File: config.mk
export PLATFORM = sky130hd
export DESIGN_NAME = coef_bank
export DESIGN_NICKNAME = d
export VERILOG_FILES = /design/src/verilog/conv_pkg.sv /design/src/verilog/coef_bank.sv
export SDC_FILE = /design/constraint.sdc
export NUM_CORES = 2
export LEC_CHECK = 0
export BUFFER_PORTS_ARGS = -buffer_cell sky130_fd_sc_hd__clkbuf_2
export CORE_AREA = 2 2 461 463
export DETAILED_ROUTE_END_ITERATION = 8
export DIE_AREA = 0 0 463 465
export GPL_TIMING_DRIVEN = 0
export PLACE_DENSITY = 0.47
export REMOVE_ABC_BUFFERS = 1
export SYNTH_ARGS = -nofsm -noshare
export SYNTH_HDL_FRONTEND = slang
export SYNTH_SLANG_ARGS = --single-unit
export TNS_END_PERCENT = 10
File: constraint.sdc
create_clock -name clk -period 1.5 [get_ports clk]
set_input_delay 0.075 -clock clk [delete_from_list [all_inputs] [get_ports clk]]
set_output_delay 0.075 -clock clk [all_outputs]
set_load 0.005 [all_outputs]
File: src/verilog/conv_pkg.sv
//********************
// Widths, types and tap geometry shared by every block of the
// convolution engine. Import with conv_pkg::* in the module header
//********************

package conv_pkg;

	// Window geometry, one word per position
	localparam int ROWS = 7;
	localparam int COLS = 5;
	localparam int TAPS = ROWS * COLS;

	localparam int SAMP_W = 40;
	localparam int COEF_W = 33;
	localparam int PROD_W = SAMP_W + COEF_W;
	localparam int ACC_W = 80;
	localparam int RES_W = 45;
	localparam int FRAC_BITS = 25;
	localparam int ADDR_W = 6;

	// Two multiply stages plus the product register
	localparam int MULT_STAGES = 3;

	typedef logic signed [SAMP_W-1:0] samp_t;
	typedef logic signed [COEF_W-1:0] coef_t;
	typedef logic signed [PROD_W-1:0] prod_t;
	typedef logic signed [ACC_W-1:0] acc_t;
	typedef logic signed [RES_W-1:0] res_t;
	typedef logic [ADDR_W-1:0] coef_addr_t;

	// Number of pairwise adder levels that bring n terms down to one
	function automatic int tree_depth(int n);
		int depth;
		int cnt;
		depth = 0;
		cnt = n;
		while (cnt > 1) begin
			cnt = (cnt + 1) / 2;
			depth++;
		end
		return depth;
	endfunction

endpackage

File: src/verilog/coef_bank.sv
//********************
// Coefficient register file, loaded one word at a time by the host
//********************

module coef_bank import conv_pkg::*; #(
	parameter int N_TAPS = TAPS
) (
	input  logic       clk,
	input  logic       reset,
	input  logic       cw,
	input  coef_addr_t ca,
	input  coef_t      cd,
	output coef_t      coefs [N_TAPS]
);

	// Each tap register decodes its own address, so writes past the
	// last tap match nothing and are dropped
	always_ff @(posedge clk) begin
		if (reset) begin
			for (int i = 0; i < N_TAPS; i++) begin
				coefs[i] <= '0;
			end
		end else begin
			for (int i = 0; i < N_TAPS; i++) begin
				if (cw && ca == coef_addr_t'(i)) begin
					coefs[i] <= cd;
				end
			end
		end
	end

	// A write with unknown data would poison every later window
	// that uses this tap
	a_cd_known: assert property (
		@(posedge clk) disable iff (reset)
		cw |-> !$isunknown(cd)
	) else $error("coefficient write with unknown data at address %0d", ca);

endmodule

### Word-level counts from Yosys, hierarchy flattened

Index checks and enable logic that the tools add are counted.

* register bits after elaboration: 1155
* input port bits: 42
* logic and storage cells: 105

* equality and inequality tests: 34
* reduce and logical (&&, ||, !) cells: 36

Operators by type and width (count)
* equality test 6 x 5 -> 1 bit, second input constant: 16
* equality test 6 x 4 -> 1 bit, second input constant: 8
* logical AND 1 bit: 35
* equality test 6 x 3 -> 1 bit, second input constant: 4
* equality test 6 bit, second input constant: 3
* equality test 6 x 2 -> 1 bit, second input constant: 2
* equality test 6 x 1 -> 1 bit, second input constant: 1
* logical NOT 6 bit: 1

### Longest topological paths before layout

* word-level depth: 2
* mapped depth: 7

### Worst setup path before layout

Ideal clock, no wire load.

* path kind: in2reg
* start point: input port ca[5]
* end point: register coefs[1062] in the netlist's numbering
* library setup time: 0.072 ns
* arrival: 1.288 ns
* setup slack: 0.140 ns
* stages on the path: 7
* cell sequence: buf_2 -> nor3b_1 -> buf_2 -> and2_1 -> buf_2 -> buf_4 -> mux2i_1

* cells in the longest elaborated chain, start to end: 2

Ends and longest elaborated chain
* start: declaration: RTL line coef_bank.sv:11 `input coef_addr_t ca,`
* equality test 6 x 2 -> 1 bit: RTL line coef_bank.sv:25 `if (cw && ca == coef_addr_t'(i)) begin`
* logical AND 1 bit: RTL line coef_bank.sv:25
* end signal: indexed assignment: RTL line coef_bank.sv:21 `coefs[i] <= '0;`
* end signal: indexed assignment: RTL line coef_bank.sv:26 `coefs[i] <= cd;`
* end: declaration: RTL line coef_bank.sv:13 `output coef_t coefs [N_TAPS]`

No other way between the ends.
A chain may end at the register's enable or synchronous reset.

==> results.ini <==
[sta]
fin_crit_sh=1.133
setup_violations=56
slew_headroom=0.3818
max_clock_freq_mhz=588.2
slew_violations=0
fin_ws_ns=-0.2001
skew_ns=0
finalCriticalPeriod_ns=1.700
max_slew.worst_pin.slew_ns=0.9273
grt_setup_unrepaired=true
hold_viol=0

[detailed_routing]
wl_met2_um=87120
wl_met1_um=79520
routed_wirelength_um=189000
wl_per_cell_um=23.74
drc_errors=0
viasPerCell=4.035
ant_nets=0
wl_met3_um=16240
highest_layer=met5
dr.first_iter.drc_count=1898
via_count=32130
drt-pass1-iter-count=5

[power_and_ir_drop]
leakagePower_nw=31.34
ir_worst_vdd_v=0.001122
power.density_mw_per_mm2=1138

[critical_path]
crit_fanout=145
worstPathArrival_ns=2.33
worstSetupPathType=primary input to flip-flop
timing.rr.start=coefs[709]
required_ns=2.13
worstRegToRegCells=3
start_kind=primary input
r2r_setup_slack_ns=0.31
crit_path_end_kind=flip-flop
rr_endpoint=coefs[709]

[job]
cap_violations=0

[worst_hold_path]
min_to=coefs[646]
hold_start=ca[3]
hold_class=primary input to flip-flop
holdPathStages=3

[placed_design]
place.gp.congestion=0.7386
placed_area_mm2=0.05384
io_buffer_count=1196
pre_cts_slack_ns=-1.499
hpwl_um=128900

[synth]
synth-edff-count=0
ys_async_sr_fraction=0
yosysMostFrequentCell=nand2b_1
synth_common_cells=nand2b_1 (1188), dfxtp_1 (1155), mux2i_1 (1155)
yosysSeqAreaShare=0.5245
yosysUniqueCellTypes=19
synthesis.area_mm2=0.04408
synth-main-ff-cell=dfxtp_1
syn_inst=3937
synth_seq_cells=1155
synth_warnings=0
synth_top_area_frac=0.5245
synth.avg_cell_area_um2=11.20
ys_top_cells_by_area=dfxtp_1 (52%), mux2i_1 (26%), nand2b_1 (17%), clkbuf_1 (2.2%), buf_2 (1.3%)
synth_top_area_cell=dfxtp_1

[layout]
layout-drive-gt1-share=0.3056
final_area_mm2=0.05936
synthToLayoutAreaGrowth_pct=34.64
regMostFlops=coefs
fillers=22290
largest_registers=coefs x1155
layout.nets=5082
largest_reg_flops=1155
fin_util=0.2816

[floorplan]
dieWidth_um=463
start_util=0.2091
placement_rows=169
dieArea_mm2=0.2153
coreArea_mm2=0.2108
io-pin-count=1197
fp.dieH_um=465

[clock_tree]
cts_root_buffer=clkbuf_16
clk_latency_ns=0.78
cts_made_buffers=138
clkSinkCount=1155
cts_tree=done
htreeDepth=4
cts_max_path_buffers=3
clkTransAtPathRegs_ns=0.05

[run_status]
violations=setup timing
status=complete, but fails checks

[global_route]
grt_pass1_wl_um=257000
grt_max_degree=180
antenna_found_initial=28
grt.overflow.total=0
gr-usage-all-layers=0.1683
grt_pass1_vias=32100

worst max path at each step:
stage / start / end / slack, ns / cells past startpoint
global route: reset / coefs[942] / -0.18 / 6
detailed placement: reset / coefs[29] / -1.50 / 5
CTS: reset / coefs[588] / -0.17 / 6
floorplan: ca[4] / coefs[891] / -1.23 / 3
finish: reset / coefs[876] / -0.20 / 6
global placement: reset / coefs[370] / -15.65 / 3
per-layer routing:
layer / GRT usage / vias up
met5: 0 / -
met4: 0.05684 / 2
met3: 0.06378 / 266
met2: 0.2740 / 1177
met1: 0.2028 / 15580
li1: - / 15100
per-stage QoR:
stage / instances / hold WS [ns] / power (W) / TNS, ns
after floorplan: 3553 / 0.2553 / 0.03265 / -379.47
after global placement: 7570 / 0.4596 / 0.03491 / -
after detailed placement: 7636 / 0.4614 / 0.03475 / -1084.10
after CTS: 7950 / 0.007155 / 0.06859 / -8.295
after global routing: 7959 / 0.05810 / 0.07001 / -3.903
final: 7962 / 0.06319 / 0.06754 / -4.789
repair_timing:
action,CTS,global route
hold buffers,67,1
endpoints found under the hold margin,623,18
gates cloned,2,1
pin swaps,0,1
endpoints found under the setup margin,469,166
resized for setup,18,5
buffers inserted,10,4
placed cells by master, fill, tap and decap left out, drive strengths merged:
| cell | n |
|---|---|
| and3 | 2 |
| nand2b | 1191 |
| clkinvlp | 1 |
| and2 | 2 |
| nand4 | 2 |
| dfxtp | 1155 |
| nand3 | 2 |
| clkinv | 21 |
| clkbuf | 1391 |
| inv | 14 |
| nand2 | 29 |
| nor4 | 2 |
| buf | 82 |
| nand4b | 2 |
| nor4b | 5 |
| and4b | 1 |
| mux2i | 1155 |
| dlygate4sd3 | 67 |
| nor3b | 1 |
| nor2 | 1 |
| and4bb | 2 |
| and3b | 4 |
| diode | 6 |
| bufinv | 3 |
critical path, stage by stage:
cell and delay (ns):
clkbuf_16 0.25, buf_16 0.28, buf_16 0.32, nand2b_4 0.51
buf_12 0.25, mux2i_1 0.12
layout make-up:
type | instances | area [um2] | area share
Antenna cell | 6 | 15.01 | 0.0002530
Clock buffer | 196 | 3951 | 0.06657
Clock inverter | 39 | 493.0 | 0.008305
Multi-Input combinational cell | 2401 | 19830 | 0.3341
Sequential cell | 1155 | 23130 | 0.3896
Tap cell | 2821 | 3530 | 0.05946
Timing Repair Buffer | 1344 | 8407 | 0.1416
cells by family (layout without fill, tap and decap cells):
group                  after synthesis  after routing  synth area share
other                                0              6                 0
and+or+nand+nor                   1243           1246            0.1769
muxes                             1155           1155            0.2622
buffers and inverters              384           1579           0.03633
DFF                               1155           1155            0.5245
power by group:
group	leakage, nW	switching, W	internal, W
Clock	2.18	0.0142	0.0190
Combinational	19.8	0.00217	0.00122
Sequential	9.31	0.0000658	0.0308
Total	31.3	0.0165	0.0511
(Power assumes the default switching activity.)
